==> config.mk <==
export PLATFORM = sky130hd
export DESIGN_NAME = fetch_frontend
export DESIGN_NICKNAME = d
export VERILOG_FILES = /design/src/logic/fetch_pkg.sv /design/src/logic/fetch_frontend.sv /design/src/logic/btb_predictor.sv /design/src/logic/fetch_hazard_unit.sv /design/src/logic/fetch_stage.sv
export SDC_FILE = /design/constraint.sdc
export NUM_CORES = 1
export LEC_CHECK = 0
export BUFFER_PORTS_ARGS = -buffer_cell sky130_fd_sc_hd__buf_2
export CORE_UTILIZATION = 32
export DETAILED_ROUTE_END_ITERATION = 12
export PLACE_DENSITY = 0.49
export SYNTH_ARGS = -nofsm -noshare
export SYNTH_HDL_FRONTEND = slang
export SYNTH_SLANG_ARGS = --single-unit
==> constraint.sdc <==
create_clock -name CLK -period 8.3 [get_ports CLK]
set_input_delay 1.245 -clock CLK [delete_from_list [all_inputs] [get_ports CLK]]
set_output_delay 1.245 -clock CLK [all_outputs]
set_load 0.01 [all_outputs]
==> src/logic/fetch_pkg.sv <==
// Shared definitions for the instruction fetch front end
// Word type, reset vector, BTB geometry and the fault-wait state encoding

package fetch_pkg;

    // Datapath width
    localparam int WORD_W = 32;

    // Instructions, PCs and bus data all share one word type
    typedef logic [WORD_W-1:0] word_t;

    // First fetch address after reset
    localparam word_t RESET_PC = 32'h80000000;

    // Byte offset of a word inside the PC
    localparam int PC_OFFSET_W = 2;

    // Direct-mapped BTB geometry
    localparam int BTB_ENTRIES = 16;
    localparam int BTB_IDX_W = 4;

    // Tag covers every PC bit above the index
    localparam int BTB_TAG_W = WORD_W - BTB_IDX_W - PC_OFFSET_W;

    // BTB index from PC bits 5..2
    typedef logic [BTB_IDX_W-1:0] btb_idx_t;

    // BTB tag from PC bits 31..6
    typedef logic [BTB_TAG_W-1:0] btb_tag_t;

    // Hazard unit states
    // FETCH_FAULT_WAIT parks the front end after a bus error
    typedef enum logic {
        FETCH_RUN,
        FETCH_FAULT_WAIT
    } fetch_state_t;

endpackage
==> src/logic/fetch_frontend.sv <==
// Instruction fetch front end top level
// Connects the fetch stage, hazard unit and BTB predictor

module fetch_frontend (
    input  logic             CLK,
    input  logic             nRST,
    // Instruction bus
    input  fetch_pkg::word_t imem_rdata,
    input  logic             imem_busy,
    input  logic             imem_error,
    output fetch_pkg::word_t imem_addr,
    output logic             imem_ren,
    // Execute side
    input  logic             ex_stall,
    input  logic             trap_strobe,
    input  fetch_pkg::word_t trap_pc,
    input  logic             rollback_strobe,
    input  fetch_pkg::word_t rollback_pc,
    input  logic             branch_strobe,
    input  fetch_pkg::word_t branch_target,
    // BTB update
    input  logic             btb_upd_strobe,
    input  fetch_pkg::word_t btb_upd_pc,
    input  fetch_pkg::word_t btb_upd_target,
    input  logic             btb_upd_taken,
    // Fetch/execute register
    output logic             fe_valid,
    output fetch_pkg::word_t fe_instr,
    output fetch_pkg::word_t fe_pc,
    output fetch_pkg::word_t fe_pc4,
    output logic             fe_mal_insn,
    output logic             fe_fault_insn,
    output fetch_pkg::word_t fe_badaddr,
    output logic             fe_prediction
);

    // Predictor link
    fetch_pkg::word_t pc;
    logic             predict_taken;
    fetch_pkg::word_t predict_target;

    // Hazard link
    logic any_redirect;
    logic bus_busy;
    logic access_fault;
    logic pc_en;
    logic if_ex_stall;
    logic if_ex_flush;
    logic iren;

    fetch_stage i_stage (
        .CLK            (CLK),
        .nRST           (nRST),
        .imem_rdata     (imem_rdata),
        .imem_busy      (imem_busy),
        .imem_error     (imem_error),
        .imem_addr      (imem_addr),
        .imem_ren       (imem_ren),
        .trap_strobe    (trap_strobe),
        .rollback_strobe(rollback_strobe),
        .branch_strobe  (branch_strobe),
        .trap_pc        (trap_pc),
        .rollback_pc    (rollback_pc),
        .branch_target  (branch_target),
        .predict_taken  (predict_taken),
        .predict_target (predict_target),
        .pc             (pc),
        .pc_en          (pc_en),
        .if_ex_stall    (if_ex_stall),
        .if_ex_flush    (if_ex_flush),
        .iren           (iren),
        .any_redirect   (any_redirect),
        .bus_busy       (bus_busy),
        .access_fault   (access_fault),
        .fe_valid       (fe_valid),
        .fe_instr       (fe_instr),
        .fe_pc          (fe_pc),
        .fe_pc4         (fe_pc4),
        .fe_mal_insn    (fe_mal_insn),
        .fe_fault_insn  (fe_fault_insn),
        .fe_badaddr     (fe_badaddr),
        .fe_prediction  (fe_prediction)
    );

    fetch_hazard_unit i_hazard (
        .CLK         (CLK),
        .nRST        (nRST),
        .ex_stall    (ex_stall),
        .any_redirect(any_redirect),
        .bus_busy    (bus_busy),
        .access_fault(access_fault),
        .trap_strobe (trap_strobe),
        .pc_en       (pc_en),
        .if_ex_stall (if_ex_stall),
        .if_ex_flush (if_ex_flush),
        .iren        (iren)
    );

    btb_predictor i_btb (
        .CLK           (CLK),
        .nRST          (nRST),
        .pc            (pc),
        .predict_taken (predict_taken),
        .predict_target(predict_target),
        .btb_upd_strobe(btb_upd_strobe),
        .btb_upd_taken (btb_upd_taken),
        .btb_upd_pc    (btb_upd_pc),
        .btb_upd_target(btb_upd_target)
    );

endmodule

==> src/logic/btb_predictor.sv <==
// Direct-mapped branch target buffer
// Combinational lookup on the fetch PC
// Synchronous update port from execute

module btb_predictor (
    input  logic             CLK,
    input  logic             nRST,
    // Lookup
    input  fetch_pkg::word_t pc,
    output logic             predict_taken,
    output fetch_pkg::word_t predict_target,
    // Update
    input  logic             btb_upd_strobe,
    input  logic             btb_upd_taken,
    input  fetch_pkg::word_t btb_upd_pc,
    input  fetch_pkg::word_t btb_upd_target
);

    localparam int IDX_LSB = fetch_pkg::PC_OFFSET_W;
    localparam int IDX_MSB = IDX_LSB + fetch_pkg::BTB_IDX_W - 1;
    localparam int TAG_LSB = IDX_MSB + 1;

    // Entry storage
    logic [fetch_pkg::BTB_ENTRIES-1:0] entry_valid;
    fetch_pkg::btb_tag_t               entry_tag    [fetch_pkg::BTB_ENTRIES];
    fetch_pkg::word_t                  entry_target [fetch_pkg::BTB_ENTRIES];

    // Lookup fields
    fetch_pkg::btb_idx_t rd_idx;
    fetch_pkg::btb_tag_t rd_tag;

    // Update fields
    fetch_pkg::btb_idx_t wr_idx;
    fetch_pkg::btb_tag_t wr_tag;
    logic                wr_tag_match;

    assign rd_idx = pc[IDX_MSB:IDX_LSB];
    assign rd_tag = pc[fetch_pkg::WORD_W-1:TAG_LSB];

    assign wr_idx = btb_upd_pc[IDX_MSB:IDX_LSB];
    assign wr_tag = btb_upd_pc[fetch_pkg::WORD_W-1:TAG_LSB];

    // Hit needs a valid entry and the full tag
    assign predict_taken  = entry_valid[rd_idx] && (entry_tag[rd_idx] == rd_tag);
    assign predict_target = entry_target[rd_idx];

    // A not-taken update only evicts its own branch, not an alias
    assign wr_tag_match = entry_valid[wr_idx] && (entry_tag[wr_idx] == wr_tag);

    // Valid bits
    always_ff @(posedge CLK, negedge nRST) begin
        if (!nRST) begin
            entry_valid <= '0;
        end else if (btb_upd_strobe) begin
            if (btb_upd_taken) begin
                entry_valid[wr_idx] <= 1'b1;
            end else if (wr_tag_match) begin
                entry_valid[wr_idx] <= 1'b0;
            end
        end
    end

    // Tag and target arrays
    // Taken update overwrites whatever sat in the slot
    always_ff @(posedge CLK) begin
        if (btb_upd_strobe && btb_upd_taken) begin
            entry_tag[wr_idx]    <= wr_tag;
            entry_target[wr_idx] <= btb_upd_target;
        end
    end

endmodule

==> src/logic/fetch_hazard_unit.sv <==
// Fetch hazard unit
// PC enable, fetch/execute stall and flush, bus read enable
// Fault-wait FSM that parks fetch after a bus error until the trap redirect

module fetch_hazard_unit (
    input  logic CLK,
    input  logic nRST,
    input  logic ex_stall,
    input  logic any_redirect,
    input  logic bus_busy,
    input  logic access_fault,
    input  logic trap_strobe,
    output logic pc_en,
    output logic if_ex_stall,
    output logic if_ex_flush,
    output logic iren
);

    fetch_pkg::fetch_state_t state;
    fetch_pkg::fetch_state_t state_next;
    logic                    fault_wait;
    logic                    fault_taken;

    assign fault_wait = (state == fetch_pkg::FETCH_FAULT_WAIT);

    // Fault only counts when the faulting word actually enters the register
    // A redirect in the same cycle discards it
    assign fault_taken = access_fault & ~ex_stall & ~any_redirect;

    // State register
    always_ff @(posedge CLK, negedge nRST) begin
        if (!nRST) begin
            state <= fetch_pkg::FETCH_RUN;
        end else begin
            state <= state_next;
        end
    end

    // Next state
    always_comb begin
        state_next = state;
        case (state)
            fetch_pkg::FETCH_RUN: begin
                if (fault_taken) begin
                    state_next = fetch_pkg::FETCH_FAULT_WAIT;
                end
            end
            fetch_pkg::FETCH_FAULT_WAIT: begin
                // Only the trap entry releases the front end
                if (trap_strobe) begin
                    state_next = fetch_pkg::FETCH_RUN;
                end
            end
            default: state_next = fetch_pkg::FETCH_RUN;
        endcase
    end

    // While parked the PC moves only for the trap and no reads go out
    // Otherwise a redirect or a completed access advances the PC
    assign pc_en = fault_wait ? trap_strobe : (any_redirect | (~bus_busy & ~ex_stall));
    assign iren  = ~fault_wait;

    // Bubbles on redirect, on an access in flight and while parked
    assign if_ex_flush = any_redirect | bus_busy | fault_wait;
    assign if_ex_stall = ex_stall;

endmodule

==> src/logic/fetch_stage.sv <==
// PC register, next-PC priority select and instruction bus request
// Misaligned fetch and bus error detection
// Fetch/execute pipeline register with the fe_ outputs

module fetch_stage (
    input  logic            CLK,
    input  logic            nRST,
    // Instruction bus
    input  fetch_pkg::word_t imem_rdata,
    input  logic            imem_busy,
    input  logic            imem_error,
    output fetch_pkg::word_t imem_addr,
    output logic            imem_ren,
    // Redirects from execute
    input  logic            trap_strobe,
    input  logic            rollback_strobe,
    input  logic            branch_strobe,
    input  fetch_pkg::word_t trap_pc,
    input  fetch_pkg::word_t rollback_pc,
    input  fetch_pkg::word_t branch_target,
    // Predictor
    input  logic            predict_taken,
    input  fetch_pkg::word_t predict_target,
    output fetch_pkg::word_t pc,
    // Hazard unit
    input  logic            pc_en,
    input  logic            if_ex_stall,
    input  logic            if_ex_flush,
    input  logic            iren,
    output logic            any_redirect,
    output logic            bus_busy,
    output logic            access_fault,
    // Fetch/execute register
    output logic            fe_valid,
    output fetch_pkg::word_t fe_instr,
    output fetch_pkg::word_t fe_pc,
    output fetch_pkg::word_t fe_pc4,
    output logic            fe_mal_insn,
    output logic            fe_fault_insn,
    output fetch_pkg::word_t fe_badaddr,
    output logic            fe_prediction
);

    fetch_pkg::word_t pc4;
    fetch_pkg::word_t npc;
    logic             mal_addr;
    logic             squash;
    logic             fe_load;

    // PC register
    always_ff @(posedge CLK, negedge nRST) begin
        if (!nRST) begin
            pc <= fetch_pkg::RESET_PC;
        end else if (pc_en) begin
            pc <= npc;
        end
    end

    assign pc4 = pc + 32'd4;

    // Fixed priority of trap, rollback, branch, prediction and pc + 4
    always_comb begin
        if (trap_strobe) begin
            npc = trap_pc;
        end else if (rollback_strobe) begin
            npc = rollback_pc;
        end else if (branch_strobe) begin
            npc = branch_target;
        end else if (predict_taken) begin
            npc = predict_target;
        end else begin
            npc = pc4;
        end
    end

    assign any_redirect = trap_strobe | rollback_strobe | branch_strobe;

    // Bus request
    // No read goes out for a misaligned PC
    assign mal_addr  = (pc[1:0] != 2'b00);
    assign imem_addr = pc;
    assign imem_ren  = iren & ~mal_addr;

    // Busy only counts while a read is actually requested
    assign bus_busy = imem_ren & imem_busy;

    // Error is only valid in the completing cycle
    assign access_fault = imem_ren & ~imem_busy & imem_error;

    // Either exception squashes the instruction word
    assign squash = mal_addr | access_fault;

    // Register takes a new instruction when neither stalled nor flushed
    assign fe_load = ~if_ex_stall & ~if_ex_flush;

    // Control flags of the fetch/execute register
    always_ff @(posedge CLK, negedge nRST) begin
        if (!nRST) begin
            fe_valid      <= 1'b0;
            fe_mal_insn   <= 1'b0;
            fe_fault_insn <= 1'b0;
            fe_prediction <= 1'b0;
        end else if (!if_ex_stall) begin
            if (if_ex_flush) begin
                // Bubble
                fe_valid      <= 1'b0;
                fe_mal_insn   <= 1'b0;
                fe_fault_insn <= 1'b0;
                fe_prediction <= 1'b0;
            end else begin
                // Stays valid on exceptions so execute can trap
                fe_valid      <= 1'b1;
                fe_mal_insn   <= mal_addr;
                fe_fault_insn <= access_fault;
                fe_prediction <= predict_taken;
            end
        end
    end

    // Payload of the fetch/execute register
    always_ff @(posedge CLK) begin
        if (fe_load) begin
            fe_instr   <= squash ? '0 : imem_rdata;
            fe_pc      <= pc;
            fe_pc4     <= pc4;
            fe_badaddr <= imem_addr;
        end
    end

endmodule

# [Word level (Yosys, flattened, before mapping)]
# Memory sizes are Yosys's and may differ from the RTL's.
# Cells that the tools add are included.
# W data, S select, Z words.
[totals] output_inout_bits=165 ram_bits=928 n_memories=2 reg_bits=149
[op_classes] n_eq_ne=2 muxes=22 reduce_logical=7 bitwise=24 magnitude_cmp=3 addsub=1
[mem_list] memory="i_btb.entry_target" depth=16 word_bits=32 read_ports=1 rd_clocked_by_memory_dff=0 write_ports=1 line_no="btb_predictor.sv:26" text="fetch_pkg::word_t entry_target [fetch_pkg::BTB_ENTRIES];"
[mem_list] memory="i_btb.entry_tag" depth=16 word_bits=26 read_ports=2 rd_clocked_by_memory_dff=0 write_ports=1 line_no="btb_predictor.sv:25" text="fetch_pkg::btb_tag_t entry_tag [fetch_pkg::BTB_ENTRIES];"
[ops] op="$mux W32" n=4
[ops] op="$eq A26 B26 Y1" n=2
[ops] op="$add A32 B3 Y32 const B" n=1
[ops] op="$mux W16" n=2
[ops] op="$and A16 B16 Y16" n=1
[ops] op="$not A16 Y16" n=1
[ops] op="$or A16 B16 Y16" n=1
[ops] op="$mux W1" n=12
[ops] op="$lt A4 B5 Y1 const B" n=2
[ops] op="$and A1 B1 Y1" n=8
[ops] op="$bmux W1 S4" n=2
[ops] op="$not A1 Y1" n=7
[ops] op="$or A1 B1 Y1" n=6
[ops] op="$demux W1 S4" n=1
[ops] op="$ge A4 B1 Y1 const B" n=1
[ops] op="$logic_and A1 B1 Y1" n=4
[ops] op="$reduce_bool A2 Y1" n=2
[ops] op="$pmux W1 S2" n=1
[ops] op="$reduce_and A2 Y1" n=1

# [Longest topological paths before layout]
[logic_depth] ltp_word=9 depth_mapped=14 mapped_depth_nobuf=9

# [Hierarchy]
# From an unflattened synthesis, not the netlist that was laid out.
[unflattened] cells_unflattened=2497 hier_area_um2=47206.5
[modules_own_cells] module="btb_predictor" seq_area_each_um2=28267.1 cells_per_inst=1863 area_each_um2=40326.2 instances=1
[modules_own_cells] module="fetch_stage" seq_area_each_um2=3724.8 cells_per_inst=625 area_each_um2=6797.8 instances=1
[modules_own_cells] module="fetch_hazard_unit" seq_area_each_um2=25.0 cells_per_inst=9 area_each_um2=82.6 instances=1

# [Worst setup path before layout]
# Ideal clock, no wire load.
[synth_path] path_type="input port to flip-flop" startpoint="input trap_strobe" endpoint="register i_stage.fe_instr[0], enable pin" stages=5 n_path_buf=1 t_required_ns=7.719 arrival_ns=6.733 slack_ns=0.986 setup_time_ns=0.581 cell_sequence="inv_1 clkbuf_1 nand2_1 or3_1 a21oi_1"
[synth_via] elab_chain_len=6
[synth_lines] item="start, declared" line_no="fetch_frontend.sv:15" text="input logic trap_strobe,"
[synth_lines] item="$or A1 B1 Y1 (2 in series)" line_no="fetch_stage.sv:76" text="assign any_redirect = trap_strobe | rollback_strobe | branch_strobe;"
[synth_lines] item="$or A1 B1 Y1 (2 in series)" line_no="fetch_hazard_unit.sv:64" text="assign if_ex_flush = any_redirect | bus_busy | fault_wait;"
[synth_lines] item="$not A1 Y1" line_no="fetch_stage.sv:94" text="assign fe_load = ~if_ex_stall & ~if_ex_flush;"
[synth_lines] item="$and A1 B1 Y1" line_no="fetch_stage.sv:94"
[synth_lines] item="via i_stage.fe_load" line_no="fetch_stage.sv:48" text="logic fe_load;"
[synth_lines] item="end signal, assigned" line_no="fetch_stage.sv:123" text="fe_instr <= squash ? '0 : imem_rdata;"
[synth_lines] item="end, declared" line_no="fetch_stage.sv:35" text="output fetch_pkg::word_t fe_instr,"
# The timed path passes the listed nets, and every way through them passes these cells.
# A chain may end at the register's enable or synchronous reset.

# [Worst setup path in the final report]
[layout_path] startpoint="register i_stage.pc[2] (netlist: i_stage.imem_addr[2])" endpoint="register i_stage.pc[10] (netlist: i_stage.imem_addr[10])"
[layout_via] elab_chain_len=7 word_cells_on_any_way=11 classes_between="add/sub (1); eq/ne (1); mux (6); reduce/logical (1); memory (2)"
[layout_lines] item="start, declared" line_no="fetch_stage.sv:24" text="output fetch_pkg::word_t pc,"
[layout_lines] item="start signal, assigned" line_no="fetch_stage.sv:53" text="pc <= fetch_pkg::RESET_PC;"
[layout_lines] item="start signal, assigned" line_no="fetch_stage.sv:55" text="pc <= npc;"
[layout_lines] item="$mem_v2 Z16 W26 or $bmux W1 S4 (tied branches)"
[layout_lines] item="$eq A26 B26 Y1 or $mux W1 (tied branches)" line_no="btb_predictor.sv:44" text="assign predict_taken = entry_valid[rd_idx] && (entry_tag[rd_idx] == rd_tag);"
[layout_lines] item="$logic_and A1 B1 Y1" line_no="btb_predictor.sv:44"
[layout_lines] item="$mux W32 *" line_no="fetch_stage.sv:69" text="end else if (predict_taken) begin"
[layout_lines] item="$mux W32 *" line_no="fetch_stage.sv:67" text="end else if (branch_strobe) begin"
[layout_lines] item="$mux W32 *" line_no="fetch_stage.sv:65" text="end else if (rollback_strobe) begin"
[layout_lines] item="$mux W32 *" line_no="fetch_stage.sv:63" text="if (trap_strobe) begin"
# Mark *: on every way between the ends. The rest lies on a longest branch, timed or not. The select of a mux whose other input is x is not followed.

==> results.toml <==
[run_status]
status = "completed"

[yosys]
muxShareOfSynthArea = 0.176
yosys.cell_types.count = 63
synth.net_count = 2768
synth_xor_area_frac = 0.0138
ys.flop_type = "edfxtp_1"
synthSimpleGateAreaFrac = 0.0328
synthAdderAreaFrac = 0.000267
ys_ff_latch = 1075
syn_avg_cell_area_sq_um = 18.3
synth_compound_area_frac = 0.0689
synthCells = 2565
syn_area_sq_mm = 0.0468
synth_top_family_by_area = "multiplexers"
synth-seq-area-share = 0.684
yosys_warnings = 0
async_flop_share = 0.0493
synth_edf_count = 1022

[grt]
antenna_found_initial = 33
grt_pass1_wl_mm = 212
grt_max_degree = 95
grt_usage = 0.203
grt_pass1_vias = 28034
gr-total-overflow = 0

[routing]
wl_mm = 152
viasPerCell = 5.59
first_iter_violations = 2337
postRouteAntennaNets = 0
dr_total_vias = 27474
firstDrtPassIters = 5
routedWlPerCell_microns = 30.9
drcViolationCount = 0

[clock_tree]
cts_resized = 0
postCtsSetupRepairBufs = 0
hold_buffers = 0
cts_max_level = 3
clock_sinks = 1075
numCtsBuffers = 116
cts-root-buf = "clkbuf_16"
path_clk_slew_ns = 0.06
clk_latency_ns = 0.75
tritoncts = "built"
cts_max_path_buffers = 3

[worst_setup_path]
cp.required_ns = 8.90
path_max_fanout = 47
slowest_delay_ns = 1.29
cp-start-kind = "flip-flop"
worstPathArrival_ns = 6.20
cp-end-kind = "flip-flop"
worstPathCellList = "buf_4, mux4_2, mux2i_1, xnor2_1, a211oi_1, o211ai_1, or4_2, o41ai_1, o22ai_1"
slowest_stage = "or4_2"
setup.worst_path.class = "flip-flop to flip-flop"

[placed_design]
dpl-instance-area_sq_mm = 0.0508
gp_congestion = 0.809
dp_slack_ns = 2.78
port_buffers = 364
dp_hpwl_mm = 91.6

[timing]
fin_crit_sh = 0.674
worst_slack_ns = 2.71
skew_ns = 0.0179
report.final.slew_viol_count = 0
period_needed_ns = 5.59
maxSlewHeadroom = 0.181
timing.hold.ws_ns = 0.490
finalSetupViolCount = 0
rsz0062_at_grt = "false"
finalSetupTns_ns = 0
fmax_ghz = 0.179
hold_violations = 0
tightest_slew_ns = 1.23

[layout]
fin_area_sq_mm = 0.0547
drive_above_1_share = 0.316
final_nets = 3105
area_growth_syn_to_layout_pct = 16.9

[floorplanning]
die_area_sq_mm = 0.148
initial_utilization = 0.324
rows = 139
ioPinCount = 367
die_h_microns = 385
die_w_microns = 385
core_sq_mm = 0.144

[pwr]
finalPower_uw = 13600
p_leak_uw = 0.0182
powerDensity_mw_per_mm2 = 249
ir_drop_mv = 0.194

[worst_hold_path]
hold_path.class = "flip-flop to flip-flop"

[run]
cap_violations = 0
cell type report:
cell class                      instances  area [sq um]
Fill cell                           13285         89600
Sequential cell                      1075         32000
Multi-Input combinational cell       1256         13900
Clock buffer                          145          3050
Timing Repair Buffer                  438          2500
Tap cell                             1903          2380
Clock inverter                         73           825
Inverter                               15          56.3
Antenna cell                            6          15.0
cell usage after synthesis, drive strengths merged (36+ instances only):
cell type | number | area (sq um)
a21oi | 65 | 325
a221oi | 104 | 923
a22oi | 43 | 323
and2 | 37 | 231
buf | 97 | 621
clkbuf | 122 | 458
dfrtp | 52 | 1300
edfxtp | 1022 | 30700
mux2i | 174 | 1740
mux4 | 288 | 6490
nand2 | 37 | 139
nor2 | 103 | 387
o21ai | 36 | 180
o22ai | 67 | 419
xnor2 | 54 | 473
critical path: cells and delay by family, from the launching register on:
family / cells / cell delay [ns]
buffers and inverters: 1 / 0.79
muxes: 2 / 0.78
AOI/OAI and AO/OA: 4 / 1.57
DFF: 1 / 0.83
xor gates and xnor gates: 1 / 0.09
and+or+nand+nor: 1 / 1.29
worst paths after layout:
kind / startpoint / end / slack, ns / depth (start not counted)
max in group asynchronous: nRST / i_stage.imem_addr[5]$_DFFE_PN0P_ / 6.91 / 1
hold / removal: i_stage.fe_fault_insn$_DFFE_PN0N_ / i_stage.fe_fault_insn$_DFFE_PN0N_ / 0.49 / 2
min in group asynchronous: nRST / asynchronous set/reset pin / 0.62 / 1
setup / recovery: i_stage.imem_addr[2]$_DFFE_PN0P_ / i_stage.imem_addr[10]$_DFFE_PN0P_ / 2.71 / 9
hold reg to reg: i_stage.fe_fault_insn$_DFFE_PN0N_ / i_stage.fe_fault_insn$_DFFE_PN0N_ / 0.49 / 2
setup reg to reg: i_stage.imem_addr[2]$_DFFE_PN0P_ / i_stage.imem_addr[10]$_DFFE_PN0P_ / 2.71 / 9
cells in the final DEF (no fill, tap or decap), types with 9 or more instances in the layout:
| cell type | count |
|---|---|
| o21ai_0 | 36 |
| bufinv_16 | 16 |
| nand4_1 | 19 |
| a221o_1 | 10 |
| a21oi_1 | 63 |
| nand3_1 | 21 |
| xor2_1 | 19 |
| clkinv_1 | 29 |
| nor2_1 | 91 |
| edfxtp_1 | 1022 |
| buf_12 | 9 |
| clkbuf_16 | 117 |
| o41ai_2 | 20 |
| a221oi_1 | 102 |
| inv_1 | 14 |
| nor2_4 | 12 |
| a22o_1 | 10 |
| nand3b_1 | 27 |
| mux2i_1 | 174 |
| buf_4 | 68 |
| buf_2 | 360 |
| nand2_1 | 35 |
| mux4_2 | 288 |
| clkbuf_1 | 26 |
| a211oi_1 | 10 |
| xnor2_1 | 54 |
| and2_1 | 36 |
| a22oi_1 | 43 |
| o22a_1 | 16 |
| o22ai_1 | 67 |
| dfrtp_1 | 48 |
| clkinv_2 | 15 |
metal layers:
metal  wire, microns  part of all wire  GRT usage  vias up
li1                -                 -          -    11415
met4            4180             0.028     0.0600       16
met5              90           0.00059          0        -
met2           73000              0.48      0.334     1206
met3           10600             0.070     0.0327      272
met1           63700              0.42      0.276    14565
stage by stage:
| stage | std cells | util |
|---|---|---|
| floorplan | 2565 | - |
| global placement | 4687 | 0.352 |
| detailed placement | 4687 | 0.352 |
| CTS | 4905 | 0.379 |
| global route | 4906 | 0.379 |
| finish | 4911 | 0.379 |
cell families (layout without fill, tap and decap cells):
group                    after synthesis  after routing
flip-flops                          1075           1075
AND/OR/NAND/NOR                      298            298
XOR/XNOR                              74             74
multiplexers                         464            464
other                                  0              6
AO/OA/AOI/OAI                        419            419
adder cells (fa/ha/maj)                1              1
buffers and inverters                234            671
power by group:
part	leakage [uW]	switching (uW)	internal (uW)
Combinational	0.00649	1300	810
Sequential	0.00985	158	6070
Clock	0.00187	2200	3100
Total	0.0182	3660	9980
sequential cells by signal, indices dropped and copies added (netlist names), 30 cells and up, named ones only:
signal	count
i_btb.entry_tag	416
i_stage.fe_pc	30
i_stage.imem_addr	32
i_stage.fe_pc4	32
i_btb.entry_target	512
i_stage.fe_instr	32
(Power assumes the default switching activity.)
